--- config.mk ---
export PLATFORM = sky130hd
export DESIGN_NAME = xorshift_rng
export DESIGN_NICKNAME = d
export VERILOG_FILES = /design/src/hw/mmio_pkg.sv /design/src/hw/xorshift_rng.sv
export SDC_FILE = /design/constraint.sdc
export NUM_CORES = 1
export LEC_CHECK = 0
export BUFFER_PORTS_ARGS = -buffer_cell sky130_fd_sc_hd__buf_2
export CORE_MARGIN = 2
export CORE_UTILIZATION = 40
export CTS_CLUSTER_SIZE = 40
export DETAILED_ROUTE_END_ITERATION = 12
export GPL_TIMING_DRIVEN = 0
export PLACE_DENSITY = 0.61
export SKIP_LAST_GASP = 1
export SYNTH_ARGS = -nofsm -noshare
export SYNTH_HDL_FRONTEND = slang
export SYNTH_SLANG_ARGS = --single-unit
--- constraint.sdc ---
create_clock -name CLK100MHZ -period 1.6 [get_ports CLK100MHZ]
set_input_delay 0.16 -clock CLK100MHZ [delete_from_list [all_inputs] [get_ports CLK100MHZ]]
set_output_delay 0.16 -clock CLK100MHZ [all_outputs]
set_load 0.05 [all_outputs]
--- src/hw/mmio_pkg.sv ---
package mmio_pkg;

	// Bus widths
	localparam int addr_width = 32;
	localparam int data_width = 32;

	// RAM word select uses address bits 11:0
	localparam int ram_addr_bits = 12;

	// Everything at or above the base is I/O
	localparam logic [addr_width-1:0] mmio_base = 32'h2000;

	// I/O register map
	localparam logic [addr_width-1:0] mmio_id_addr = 32'h2000;
	localparam logic [addr_width-1:0] mmio_rng_addr = 32'h2001;
	localparam logic [addr_width-1:0] mmio_midi_addr = 32'h2002;
	localparam logic [addr_width-1:0] mmio_display_addr = 32'h2003;

	// Fixed identification word
	localparam logic [data_width-1:0] id_word = 32'hFBADC0DE;

	// Xorshift start state, must be nonzero
	localparam logic [data_width-1:0] rng_seed = 32'hDEADBEEF;

	// Clocks per digit, 1 kHz digit rate at 100 MHz
	localparam int scan_cycles = 100000;

endpackage

--- src/hw/xorshift_rng.sv ---
`timescale 1ns/1ns

module xorshift_rng (
	input  logic CLK100MHZ,
	input  logic reset,
	input  logic rng_next,
	output logic [mmio_pkg::data_width-1:0] rng_value
);
	import mmio_pkg::*;

	logic [data_width-1:0] state;
	logic [data_width-1:0] step_a;
	logic [data_width-1:0] step_b;
	logic [data_width-1:0] step_c;

	// One 13, 17, 5 xorshift step
	always_comb begin
		step_a = state ^ (state << 13);
		step_b = step_a ^ (step_a >> 17);
		step_c = step_b ^ (step_b << 5);
	end

	// Advance only on request
	always_ff @(posedge CLK100MHZ or posedge reset) begin
		if (reset) begin
			state <= rng_seed;
		end else if (rng_next) begin
			state <= step_c;
		end
	end

	// Current state, before any pending advance
	assign rng_value = state;

	// Zero is a fixed point, generator would lock up
	assert property (@(posedge CLK100MHZ) disable iff (reset) state != '0)
		else $error("xorshift state reached zero");

endmodule

Word-level counts from Yosys, hierarchy flattened --
Index checks and enable logic that the tools add are counted.
Storage, ports and cells: flip-flop bits (word level) 32, input port bits 3, logic and storage cells 4
Cells by class: bitwise operators 3
Operators with widths (number):
- $xor 32x32->32 | 2
- $xor 32x15->32 | 1

Depth between registers and ports, before layout --
Gate-level depths: netlist (run 1).
word-level depth 3, mapped depth 5, gate-level depth less buffers 4

Least setup slack after synthesis (run 1) --
OpenSTA, ideal clock, no wires.
kind register to register, start register state[16] (netlist: rng_value[16]), end register state[12] (netlist: rng_value[12]), setup time 75 ps, arrival time 1586 ps, slack -61 ps, cell stages (with the launch flop) 6, path buffers 1, cell sequence dfstp_2 -> buf_2 -> xnor2_1 -> xnor2_1 -> mux2i_1 -> xor2_1
Between the ends: cells in the longest elaborated chain, start to end 3
RTL lines:
- start, declared | RTL line xorshift_rng.sv:11 | logic [data_width-1:0] state;
- start signal, assigned | RTL line xorshift_rng.sv:26 | state <= rng_seed;
- start signal, assigned | RTL line xorshift_rng.sv:28 | state <= step_c;
- $xor 32x32->32 | RTL line xorshift_rng.sv:18 | step_a = state ^ (state << 13);
- $xor 32x15->32 | RTL line xorshift_rng.sv:19 | step_b = step_a ^ (step_a >> 17);
- $xor 32x32->32 | RTL line xorshift_rng.sv:20 | step_c = step_b ^ (step_b << 5);
Every way passes these cells. A chain may end at the register's enable or synchronous reset.

Worst setup path after layout (run 1) --
start register state[27] (netlist: rng_value[27]), end register state[10] (netlist: rng_value[10])
Same word-level chain as after synthesis.

==> results of run 1 <==
## per-layer routing
metal | up-vias | track usage
met5 | - | 0
met4 | 0 | 0.0692
met3 | 8 | 0.0292
met2 | 26 | 0.252
met1 | 561 | 0.208
li1 | 587 | -
## worst register-to-register path: cells and delay by family, from the launching register on
kind,cells,cell delay [ps]
flops,1,560
xor+xnor,3,790
simple gates,1,90
## synthesized netlist by cell type
library cell,count,area share
sky130_fd_sc_hd__xor2_2,1,0.0088
sky130_fd_sc_hd__xnor2_1,65,0.31
sky130_fd_sc_hd__buf_2,4,0.011
sky130_fd_sc_hd__xnor3_1,2,0.024
sky130_fd_sc_hd__xor2_1,13,0.061
sky130_fd_sc_hd__buf_1,1,0.0020
sky130_fd_sc_hd__dfstp_2,24,0.34
sky130_fd_sc_hd__inv_1,1,0.0020
sky130_fd_sc_hd__mux2_2,1,0.0061
sky130_fd_sc_hd__clkbuf_1,2,0.0040
sky130_fd_sc_hd__mux2i_1,8,0.043
sky130_fd_sc_hd__dfrtp_1,8,0.11
sky130_fd_sc_hd__mux2_4,1,0.0081
sky130_fd_sc_hd__nand2_1,23,0.046
sky130_fd_sc_hd__nand2b_1,9,0.030
## cell usage in the layout, fill, tap and decap left out
cell,instances
sky130_fd_sc_hd__buf_16,1
sky130_fd_sc_hd__dlygate4sd3_1,1
sky130_fd_sc_hd__xor2_2,1
sky130_fd_sc_hd__nand2_1,23
sky130_fd_sc_hd__buf_1,1
sky130_fd_sc_hd__xnor2_1,60
sky130_fd_sc_hd__clkbuf_8,6
sky130_fd_sc_hd__nand2b_1,9
sky130_fd_sc_hd__dfrtp_1,8
sky130_fd_sc_hd__mux2i_1,8
sky130_fd_sc_hd__buf_2,36
sky130_fd_sc_hd__xor2_1,13
sky130_fd_sc_hd__mux2_4,1
sky130_fd_sc_hd__xnor3_1,2
sky130_fd_sc_hd__clkbuf_1,3
sky130_fd_sc_hd__buf_6,2
sky130_fd_sc_hd__mux2_2,1
sky130_fd_sc_hd__xnor2_2,5
sky130_fd_sc_hd__clkinv_1,1
sky130_fd_sc_hd__dfstp_2,24
## worst paths after layout
path | endpoint | slack, ps | cells after the start
hold reg to reg | rng_value[27] | 500 | 1
hold / removal | rng_value[0] | 220 | 3
setup / recovery | rng_value[10] | 90 | 4
max in group asynchronous | rng_value[31] | 740 | 4
setup reg to reg | rng_value[10] | 90 | 4
min in group asynchronous | rng_value[8] | 370 | 3
## layout make-up
cell class,count,area (µm²),share of cell area
Inverter,1,3.75,0.00165
Sequential cell,32,831,0.366
Tap cell,52,65.1,0.0287
Clock buffer,8,90.1,0.0397
Buffer,6,40.0,0.0177
Timing Repair Buffer,36,208,0.0916
Multi-Input combinational cell,123,1030,0.454
## repair_timing
action / in CTS / in global routing
hold endpoints to repair: 0 / 3
buffers inserted: 0 / 0
setup endpoints to repair: 0 / 6
resized for setup: 0 / 3
hold buffers: 0 / 1
## metrics by stage
step / setup WS, ps / utilization / hold WS, ps / area [µm²]
CTS: 62.1 / 0.501 / 223 / 2210
global placement: 87.3 / 0.481 / 488 / 2120
detailed placement: 84.1 / 0.481 / 498 / 2120
floorplan: 10.3 / - / 258 / 1890
finish: 90.3 / 0.514 / 219 / 2270
global route: 11.0 / 0.514 / 241 / 2270
## cells by family after synthesis
| family | count (synthesis) | synth area share |
|---|---|---|
| buf+inv | 8 | 0.0188 |
| simple gates | 32 | 0.0767 |
| xor+xnor | 81 | 0.400 |
| flops | 32 | 0.447 |
| mux | 10 | 0.0572 |
==> results.txt, run 1 <==
----------------------------------------------------
[Outcome]
  Status ... completed

[Drt]
  DRT iter0 DRCs ... 67
  WL/cell ... 14.1 µm
  Highest routed metal layer ... met4
  Overall via count from detail_route ... 1182
  Number of remaining DRC errors ... 0
  Post-detailed-routing wire length ... 3.63 mm
  Post-detailed-route count of antenna-violating nets ... 0
  Number of iterations in the first detailed-routing pass ... 3
  Detail-routed via count per cell ... 4.58
  Met2 wire len ... 1.74 mm
  Routed met1 length ... 1.70 mm
  Metal3 WL ... 128 µm

[Worst setup path]
  Crit path launch ... rng_value[27]
  Startpoint of the lowest-slack register-to-register path ... rng_value[27]
  CP Launch Type ... flop
  Critical-path top delay cell ... sky130_fd_sc_hd__dfstp_2
  Crit Path Category ... reg2reg
  Data required time at the worst endpoint ... 1810 ps
  CP max FO ... 3
  Gate family responsible for the most delay along the worst path ... XOR/XNOR gates
  Worst path max stage delay ... 560 ps
  Worst path buffer plus inverter count ... 0
  Endpoint class of the critical path ... flop
  Cell-by-cell listing of the critical path ... xor2_1 -> xnor3_1 -> nand2_1 -> xnor2_1
  Data arrival time of the critical path ... 1720 ps

[Global route]
  Global-route wire length before repair ... 6.20 mm
  Maximum number of pins on one net before global-route repair ... 33
  GRT Resource Usage Total ... 0.157
  Total overflow reported by the global router ... 0
  Initial antenna violation count ... 0
  Via count of the first global-routing pass ... 1272

[Timing]
  RSZ-0062 raised after global routing ... no
  Slew headroom ... 0.616
  Final Skew ... 4.44 ps
  Number of max-slew violations in the final report ... 0
  Total count of hold-check failures in the final report ... 0
  Timing-limited maximum frequency ... 662 MHz
  Period utilization ... 0.944
  Tightest Pin Transition ... 576 ps
  Total negative slack for setup checks ... 0 ps
  Final setup viols ... 0
  Post-layout min period ... 1510 ps

[Worst hold path]
  Kind of path behind the tightest hold check ... in2reg
  Hold Startpoint ... rng_next

[Place]
  Half-perimeter wire length after detailed placement ... 2.56 mm
  IO Port Bufs ... 34
  Number of placed instances with taps included ... 249
  GPL Wtd Cong ... 0.733

[Final layout]
  FILL cells ... 415
  Fraction of layout cells with a size suffix above 1 ... 0.374
  Area Growth Syn to Fin ... 22.0%
  Final #Nets ... 208
  Final cell count without fillers ... 258
  ANT cells ... 0
  Number of flip-flops under the largest register name ... 32

[Logic synthesis]
  Synthesis Warnings ... 0
  Part of the Yosys area used for sequential elements ... 0.447
  Mean area per synthesized cell ... 11.4 µm²
  Area of the mapped netlist ... 0.00186 mm²
  Post-synthesis net count ... 166
  Number of library cell types mapped by synthesis ... 15
  Register bit count reported by yosys ... 32
  Count of mapped cells out of synthesis ... 163

[Floorplanning]
  I/O pin cnt ... 35
  Overall die width ... 72.2 µm
  Chip height ... 72.2 µm
  Area of the core ... 0.00441 mm²
  Effective utilization at floorplan ... 0.421
  Number of rows in the core area ... 24
  Die area ... 0.00521 mm²

[Clock network]
  Clk slew on worst S/H paths ... 70 ps
  # clock sinks ... 32
  Deepest level of the CTS H-tree ... 2
  Clock latency on the worst-skew pair ... 280 ps
  Cell at the root of the clock tree ... sky130_fd_sc_hd__clkbuf_8
  Clock Tree Buf Depth ... 2
  Clock tree from TritonCTS ... yes
  Clock buffers created by TritonCTS ... 5

[Flow run]
  MaxCap Viol Count ... 0

----------------------------------------------------
Power of run 1 is not shown: default switching activity piles up to over one toggle a cycle in this logic, so the estimate is an artifact.
==> inputs of run 2 (changes only) <==
--- a/config.mk
+++ b/config.mk
@@ -6,6 +6,7 @@
 export NUM_CORES = 1
 export LEC_CHECK = 0
 export BUFFER_PORTS_ARGS = -buffer_cell sky130_fd_sc_hd__buf_2
+export CORE_ASPECT_RATIO = 1.2
 export CORE_MARGIN = 2
 export CORE_UTILIZATION = 40
 export CTS_CLUSTER_SIZE = 40
==> run 2 against run 1 <==
  * Sequential cell count is the same
  * Clock skew grew 3.3 ps
  * Final cell count grew 1.6%
  * Worst hold slack lost 32 ps
  * Setup slack lost 5.4 ps
  * Final area shrank 1.3%
  * Wire length shrank 2.4%
  * Register-to-register slack is essentially flat
==> results.txt, run 2 (synthesis gave the netlist of run 1 again) <==
----------------------------------------------------
[Outcome]
  Status ... completed (unchanged)

[Clock network]
  Deepest level of the CTS H-tree ... 2 (unchanged)
  Clock Tree Buf Depth ... 2 (unchanged)
  Clock tree from TritonCTS ... yes (unchanged)
  Cell at the root of the clock tree ... sky130_fd_sc_hd__clkbuf_8 (unchanged)
  Clock buffers created by TritonCTS ... 5 (unchanged)
  Clock latency on the worst-skew pair ... 280 ps (about the same)
  # clock sinks ... 32 (unchanged)
  Clk slew on worst S/H paths ... 70 ps (about the same)

[Worst setup path]
  Critical-path top delay cell ... sky130_fd_sc_hd__dfstp_2 (unchanged)
  Worst path max stage delay ... 550 ps (was 560 ps)
  Register-to-Register Setup Slack ... 80 ps (was 90 ps)
  Endpoint class of the critical path ... flop (unchanged)
  Data required time at the worst endpoint ... 1810 ps (about the same)
  Data arrival time of the critical path ... 1730 ps (was 1720 ps)
  Reg2reg end ... rng_value[12] (was rng_value[10])
  CP max FO ... 4 (was 3)
  CP Launch Type ... flop (unchanged)
  Crit path launch ... rng_value[16] (was rng_value[27])
  Crit Path Category ... reg2reg (unchanged)
  Reg2Reg Depth ... 5 (was 4)
  Cell-by-cell listing of the critical path ... buf_6 -> xnor2_2 -> xnor2_1 -> mux2i_1 -> xor2_1 (was xor2_1 -> xnor3_1 -> nand2_1 -> xnor2_1)
  Startpoint of the lowest-slack register-to-register path ... rng_value[16] (was rng_value[27])

[Final layout]
  Final cell area excluding filler cells ... 0.00224 mm² (was 0.00227 mm²)
  Register cell area after layout ... 831 µm² (unchanged)
  FILL cells ... 453 (was 415)
  Number of flip-flops under the largest register name ... 32 (unchanged)
  ANT cells ... 0 (unchanged)
  Most common library cell in the layout ignoring fill and taps ... sky130_fd_sc_hd__xnor2_1 (unchanged)
  Commonest cells after routing, fill and taps aside ... sky130_fd_sc_hd__xnor2_1, sky130_fd_sc_hd__buf_2, sky130_fd_sc_hd__dfstp_2 (unchanged)
  Fraction of layout cells with a size suffix above 1 ... 0.373 (was 0.374)
  Area Growth Syn to Fin ... 20.4% (was 22.0%)
  Multi-input combinational cell area ... 0.00103 mm² (unchanged)
  Final #Nets ... 206 (was 208)

[Place]
  GPL Wtd Cong ... 0.723 (was 0.733)
  Half-perimeter wire length after detailed placement ... 2.61 mm (was 2.56 mm)
  IO Port Bufs ... 34 (unchanged)
  Placed Instance Area ... 0.00213 mm² (was 0.00212 mm²)

[Timing]
  Post-layout min period ... 1520 ps (was 1510 ps)
  RSZ-0062 raised after global routing ... yes (was no)
  Number of max-slew violations in the final report ... 0 (unchanged)
  Tightest Pin Transition ... 1190 ps (was 576 ps)
  Total count of hold-check failures in the final report ... 0 (unchanged)
  Period utilization ... 0.947 (was 0.944)
  Slew headroom ... 0.208 (was 0.616)
  Timing-limited maximum frequency ... 660 MHz (was 662 MHz)
  Final Skew ... 7.69 ps (was 4.44 ps)
  Final setup viols ... 0 (unchanged)

[Global route]
  Total overflow reported by the global router ... 0 (unchanged)
  Via count of the first global-routing pass ... 1225 (was 1272)
  Maximum number of pins on one net before global-route repair ... 33 (unchanged)
  Global-route wire length before repair ... 6.17 mm (was 6.20 mm)
  GRT Resource Usage Total ... 0.157 (about the same)
  Initial antenna violation count ... 0 (unchanged)

[Floorplanning]
  Number of rows in the core area ... 27 (was 24)
  Chip height ... 78.7 µm (was 72.2 µm)
  Die area ... 0.00521 mm² (about the same)
  I/O pin cnt ... 35 (unchanged)
  Effective utilization at floorplan ... 0.411 (was 0.421)
  Overall die width ... 66.2 µm (was 72.2 µm)
  Area of the core ... 0.00453 mm² (was 0.00441 mm²)

[Flow run]
  MaxCap Viol Count ... 0 (unchanged)

[Drt]
  Overall via count from detail_route ... 1176 (was 1182)
  Number of iterations in the first detailed-routing pass ... 4 (was 3)
  Detail-routed via count per cell ... 4.49 (was 4.58)
  WL/cell ... 13.5 µm (was 14.1 µm)
  Post-detailed-route count of antenna-violating nets ... 0 (unchanged)
  Post-detailed-routing wire length ... 3.54 mm (was 3.63 mm)
  DRT iter0 DRCs ... 25 (was 67)
  Number of remaining DRC errors ... 0 (unchanged)

[Worst hold path]
  Kind of path behind the tightest hold check ... in2async (was in2reg)

----------------------------------------------------
-- run 2: through the flow --
stage | TNS [ps] | hold WS, ps | worst slack (ps) | util | instances
final | 0 | 187 | 84.9 | 0.494 | 262
after global routing | -2.50 | 247 | -1.87 | 0.494 | 262
after CTS | 0 | 216 | 36.7 | 0.490 | 263
after detailed placement | 0 | 494 | 45.2 | 0.470 | 255
after global placement | 0 | 490 | 97.4 | 0.470 | 255
after floorplan | 0 | 258 | 10.3 | - | 163
-- run 2: layer usage --
metal | track usage | up-vias | part of all wire
met5 | 0 | - | 0
met4 | 0.0551 | 0 | 0.014
met3 | 0.0401 | 7 | 0.036
met2 | 0.251 | 23 | 0.49
met1 | 0.203 | 567 | 0.46
li1 | - | 579 | -
-- run 2: cell type report --
class / instances / area share
Tap cell: 58 / 0.0324
Multi-Input combinational cell: 123 / 0.461
Inverter: 1 / 0.00168
Clock buffer: 8 / 0.0402
Timing Repair Buffer: 34 / 0.0760
Sequential cell: 32 / 0.371
Buffer: 6 / 0.0179
-- run 2: worst max-delay path: cells and delay by family, from the launching register on --
kind      cells  cell delay [ps]
mux           1              290
flops         1              550
xor+xnor      3              490
buf+inv       1              120
-- run 2: worst max path at each step --
stage | end | slack (ps) | cells after the start
2_1_floorplan | rng_value[14] | 10 | 4
3_5_place_dp | rng_value[8] | 50 | 4
6_report | rng_value[12] | 80 | 5
4_1_cts | rng_value[8] | 40 | 4
3_3_place_gp | rng_value[11] | 100 | 5
5_1_grt | rng_value[6] | -2 | 4
-- run 2: timing repair --
item | in CTS | in global routing
gates resized for setup | 0 | 3
setup buffers | 0 | 0
endpoints found under the setup margin | 0 | 6
hold buffers | 0 | 0
Power of run 2 is left out for the same reason.
==> inputs of run 3 (changes only) <==
--- a/config.mk
+++ b/config.mk
@@ -5,6 +5,7 @@
 export SDC_FILE = /design/constraint.sdc
 export NUM_CORES = 1
 export LEC_CHECK = 0
+export ABC_AREA = 1
 export BUFFER_PORTS_ARGS = -buffer_cell sky130_fd_sc_hd__buf_2
 export CORE_ASPECT_RATIO = 1.2
 export CORE_MARGIN = 2
@@ -12,7 +13,8 @@
 export CTS_CLUSTER_SIZE = 40
 export DETAILED_ROUTE_END_ITERATION = 12
 export GPL_TIMING_DRIVEN = 0
-export PLACE_DENSITY = 0.61
+export PLACE_DENSITY = 0.6
+export REMOVE_ABC_BUFFERS = 1
 export SKIP_LAST_GASP = 1
 export SYNTH_ARGS = -nofsm -noshare
 export SYNTH_HDL_FRONTEND = slang
==> run 3 against run 2 <==
  * The flow now finishes with violations (negative hold slack)
  * Synthesized cell count grew 120%
  * Count of clock-buffer cells in the layout stayed put
  * Critical path depth down 2
  * Worst hold slack got worse by 210 ps
  * Critical endpoint is now rng_value[28]
==> results.txt, run 3 <==
----------------------------------------------------
[Timing]
  Number of max-slew violations in the final report ... 0 (unchanged)
  Final Skew ... 9.42 ps (was 7.69 ps)
  Total negative slack for setup checks ... 0 ps (unchanged)
  RSZ-0062 raised after global routing ... no (was yes)
  Timing-limited maximum frequency ... 723 MHz (was 660 MHz)
  Total count of hold-check failures in the final report ... 8 (was 0)
  Final setup viols ... 0 (unchanged)
  Tightest Pin Transition ... 710 ps (was 1190 ps)
  Post-layout min period ... 1380 ps (was 1520 ps)
  Hold Worst Slack ... -23.2 ps (was 187 ps)
  Slew headroom ... 0.526 (was 0.208)
  Period utilization ... 0.864 (was 0.947)

[Floorplanning]
  Chip height ... 86.2 µm (was 78.7 µm)
  I/O pin cnt ... 35 (unchanged)
  Effective utilization at floorplan ... 0.419 (was 0.411)
  Area of the core ... 0.00537 mm² (was 0.00453 mm²)
  Die area ... 0.00625 mm² (was 0.00521 mm²)
  Number of rows in the core area ... 29 (was 27)
  Overall die width ... 72.5 µm (was 66.2 µm)

[Clock network]
  Deepest level of the CTS H-tree ... 2 (unchanged)
  # clock sinks ... 32 (unchanged)
  Cell at the root of the clock tree ... sky130_fd_sc_hd__clkbuf_8 (unchanged)
  Clk slew on worst S/H paths ... 80 ps (was 70 ps)
  Clock buffers created by TritonCTS ... 5 (unchanged)
  Clock latency on the worst-skew pair ... 290 ps (was 280 ps)
  CTS hold repair buffers ... 0 (unchanged)
  Clock tree from TritonCTS ... yes (unchanged)
  Number of gates resized after cts ... 1 (was 0)
  Setup Fix Bufs, Post-CTS ... 0 (unchanged)
  Clock Tree Buf Depth ... 2 (unchanged)

[Drt]
  Post-detailed-routing wire length ... 5.45 mm (was 3.54 mm)
  Detail-routed via count per cell ... 4.77 (was 4.49)
  Overall via count from detail_route ... 2212 (was 1176)
  WL/cell ... 11.7 µm (was 13.5 µm)
  Number of remaining DRC errors ... 0 (unchanged)
  Post-detailed-route count of antenna-violating nets ... 0 (unchanged)
  DRT iter0 DRCs ... 98 (was 25)
  Number of iterations in the first detailed-routing pass ... 4 (unchanged)

[Final layout]
  Number of flip-flops under the largest register name ... 32 (unchanged)
  Most common library cell in the layout ignoring fill and taps ... sky130_fd_sc_hd__nand2_1 (was sky130_fd_sc_hd__xnor2_1)
  Fraction of layout cells with a size suffix above 1 ... 0.216 (was 0.373)
  Area Growth Syn to Fin ... 12.9% (was 20.4%)
  Commonest cells after routing, fill and taps aside ... sky130_fd_sc_hd__nand2_1, sky130_fd_sc_hd__buf_2, sky130_fd_sc_hd__inv_1 (was sky130_fd_sc_hd__xnor2_1, sky130_fd_sc_hd__buf_2, sky130_fd_sc_hd__dfstp_2)
  ANT cells ... 0 (unchanged)
  Final #Nets ... 404 (was 206)
  FILL cells ... 575 (was 453)

[Worst setup path]
  Data arrival time of the critical path ... 1590 ps (was 1730 ps)
  Crit Path Category ... in2reg (was reg2reg)
  Data required time at the worst endpoint ... 1810 ps (about the same)
  CP Launch Type ... input pin (was flop)
  Endpoint class of the critical path ... flop (unchanged)
  CP max FO ... 38 (was 4)

[Global route]
  Via count of the first global-routing pass ... 2032 (was 1225)
  Total overflow reported by the global router ... 0 (unchanged)
  Global-route wire length before repair ... 9.32 mm (was 6.17 mm)
  Maximum number of pins on one net before global-route repair ... 39 (was 33)
  GRT Resource Usage Total ... 0.191 (was 0.157)
  Initial antenna violation count ... 0 (unchanged)

[Place]
  Half-perimeter wire length after detailed placement ... 3.89 mm (was 2.61 mm)
  GPL Wtd Cong ... 0.807 (was 0.723)
  IO Port Bufs ... 34 (unchanged)

[Logic synthesis]
  Synthesis Warnings ... 0 (unchanged)
  Register bit count reported by yosys ... 32 (unchanged)
  Post-synth top area share ... 0.362 (was 0.339)
  Biggest area contributors in the synthesized netlist ... sky130_fd_sc_hd__nand2_1, sky130_fd_sc_hd__dfstp_2, sky130_fd_sc_hd__dfrtp_1 (was sky130_fd_sc_hd__dfstp_2, sky130_fd_sc_hd__xnor2_1, sky130_fd_sc_hd__dfrtp_1)
  Count of flip-flops with a built-in enable after synthesis ... 0 (unchanged)
  Post-synthesis async set-or-reset flop share ... 1.00 (unchanged)
  Area of the mapped netlist ... 0.00225 mm² (was 0.00186 mm²)
  Mean area per synthesized cell ... 6.15 µm² (was 11.4 µm²)
  Number of library cell types mapped by synthesis ... 21 (was 15)
  Top FF cell, synth ... sky130_fd_sc_hd__dfstp_2 (unchanged)
  Count of mapped cells out of synthesis ... 366 (was 163)
  Most common library cells after synthesis ... sky130_fd_sc_hd__nand2_1, sky130_fd_sc_hd__inv_1, sky130_fd_sc_hd__dfstp_2, sky130_fd_sc_hd__nand3_1 (was sky130_fd_sc_hd__xnor2_1, sky130_fd_sc_hd__dfstp_2, sky130_fd_sc_hd__nand2_1)
  Library cell with the largest summed area after synthesis ... sky130_fd_sc_hd__nand2_1 (was sky130_fd_sc_hd__dfstp_2)
  Most repeated cell in the gate-level netlist after synthesis ... sky130_fd_sc_hd__nand2_1 (was sky130_fd_sc_hd__xnor2_1)
  Part of the Yosys area used for sequential elements ... 0.369 (was 0.447)

[Outcome]
  Violations in the final reports ... negative hold slack
  Status ... complete, but fails checks (was completed)

[Flow run]
  MaxCap Viol Count ... 0 (unchanged)

[Worst hold path]
  Kind of path behind the tightest hold check ... in2async (unchanged)

----------------------------------------------------
[run 3: critical path, cell delays in order]
cell,delay (ps)
sky130_fd_sc_hd__buf_2,530
sky130_fd_sc_hd__clkinv_2,560
sky130_fd_sc_hd__o21ai_0,320
[run 3: kinds of logic after synthesis]
| logic type | after synthesis | share of synthesized area |
|---|---|---|
| buffers and inverters | 46 | 0.0878 |
| flip-flops | 32 | 0.369 |
| AND/OR/NAND/NOR | 260 | 0.463 |
| XOR/XNOR | 9 | 0.0350 |
| AO/OA/AOI/OAI | 19 | 0.0456 |
[run 3: final cells by class]
class	count	area [µm²]	area share
Timing Repair Buffer	34	170	0.0669
Inverter	40	151	0.0595
Sequential cell	32	831	0.327
Clock buffer	8	90.1	0.0354
Tap cell	62	77.6	0.0305
Multi-Input combinational cell	288	1220	0.481
[run 3: routing by layer]
| layer | up-vias | GRT usage | wire length (µm) |
|---|---|---|---|
| met1 | 994 | 0.238 | 2540 |
| met2 | 30 | 0.329 | 2690 |
| met3 | 4 | 0.0407 | 170 |
| li1 | 1184 | - | - |
| met5 | - | 0 | 0 |
| met4 | 0 | 0.0572 | 46 |
[run 3: final timing paths]
path / from / end / slack [ps] / cells after the start
setup / recovery: rng_next / rng_value[28] / 220 / 3
hold / removal: reset / rng_value[4] / -20 / 2
setup reg to reg: rng_value[11] / rng_value[12] / 310 / 8
hold reg to reg: rng_value[11] / rng_value[11] / 500 / 2
max in group asynchronous: reset / rng_value[8] / 1170 / 2
min in group CLK100MHZ: rng_next / rng_value[0] / 410 / 3
[run 3: stage by stage]
stage	cells	area, µm²	setup WS [ps]	utilization	hold slack (ps)
final	464	2540	217	0.474	-23.2
after global routing	464	2540	97.8	0.474	40.4
after CTS	464	2540	215	0.474	267
after detailed placement	456	2450	-515	0.457	490
after global placement	456	2450	-507	0.457	483
after floorplan	360	2200	220	-	232
Power of run 3 is left out for the same reason.
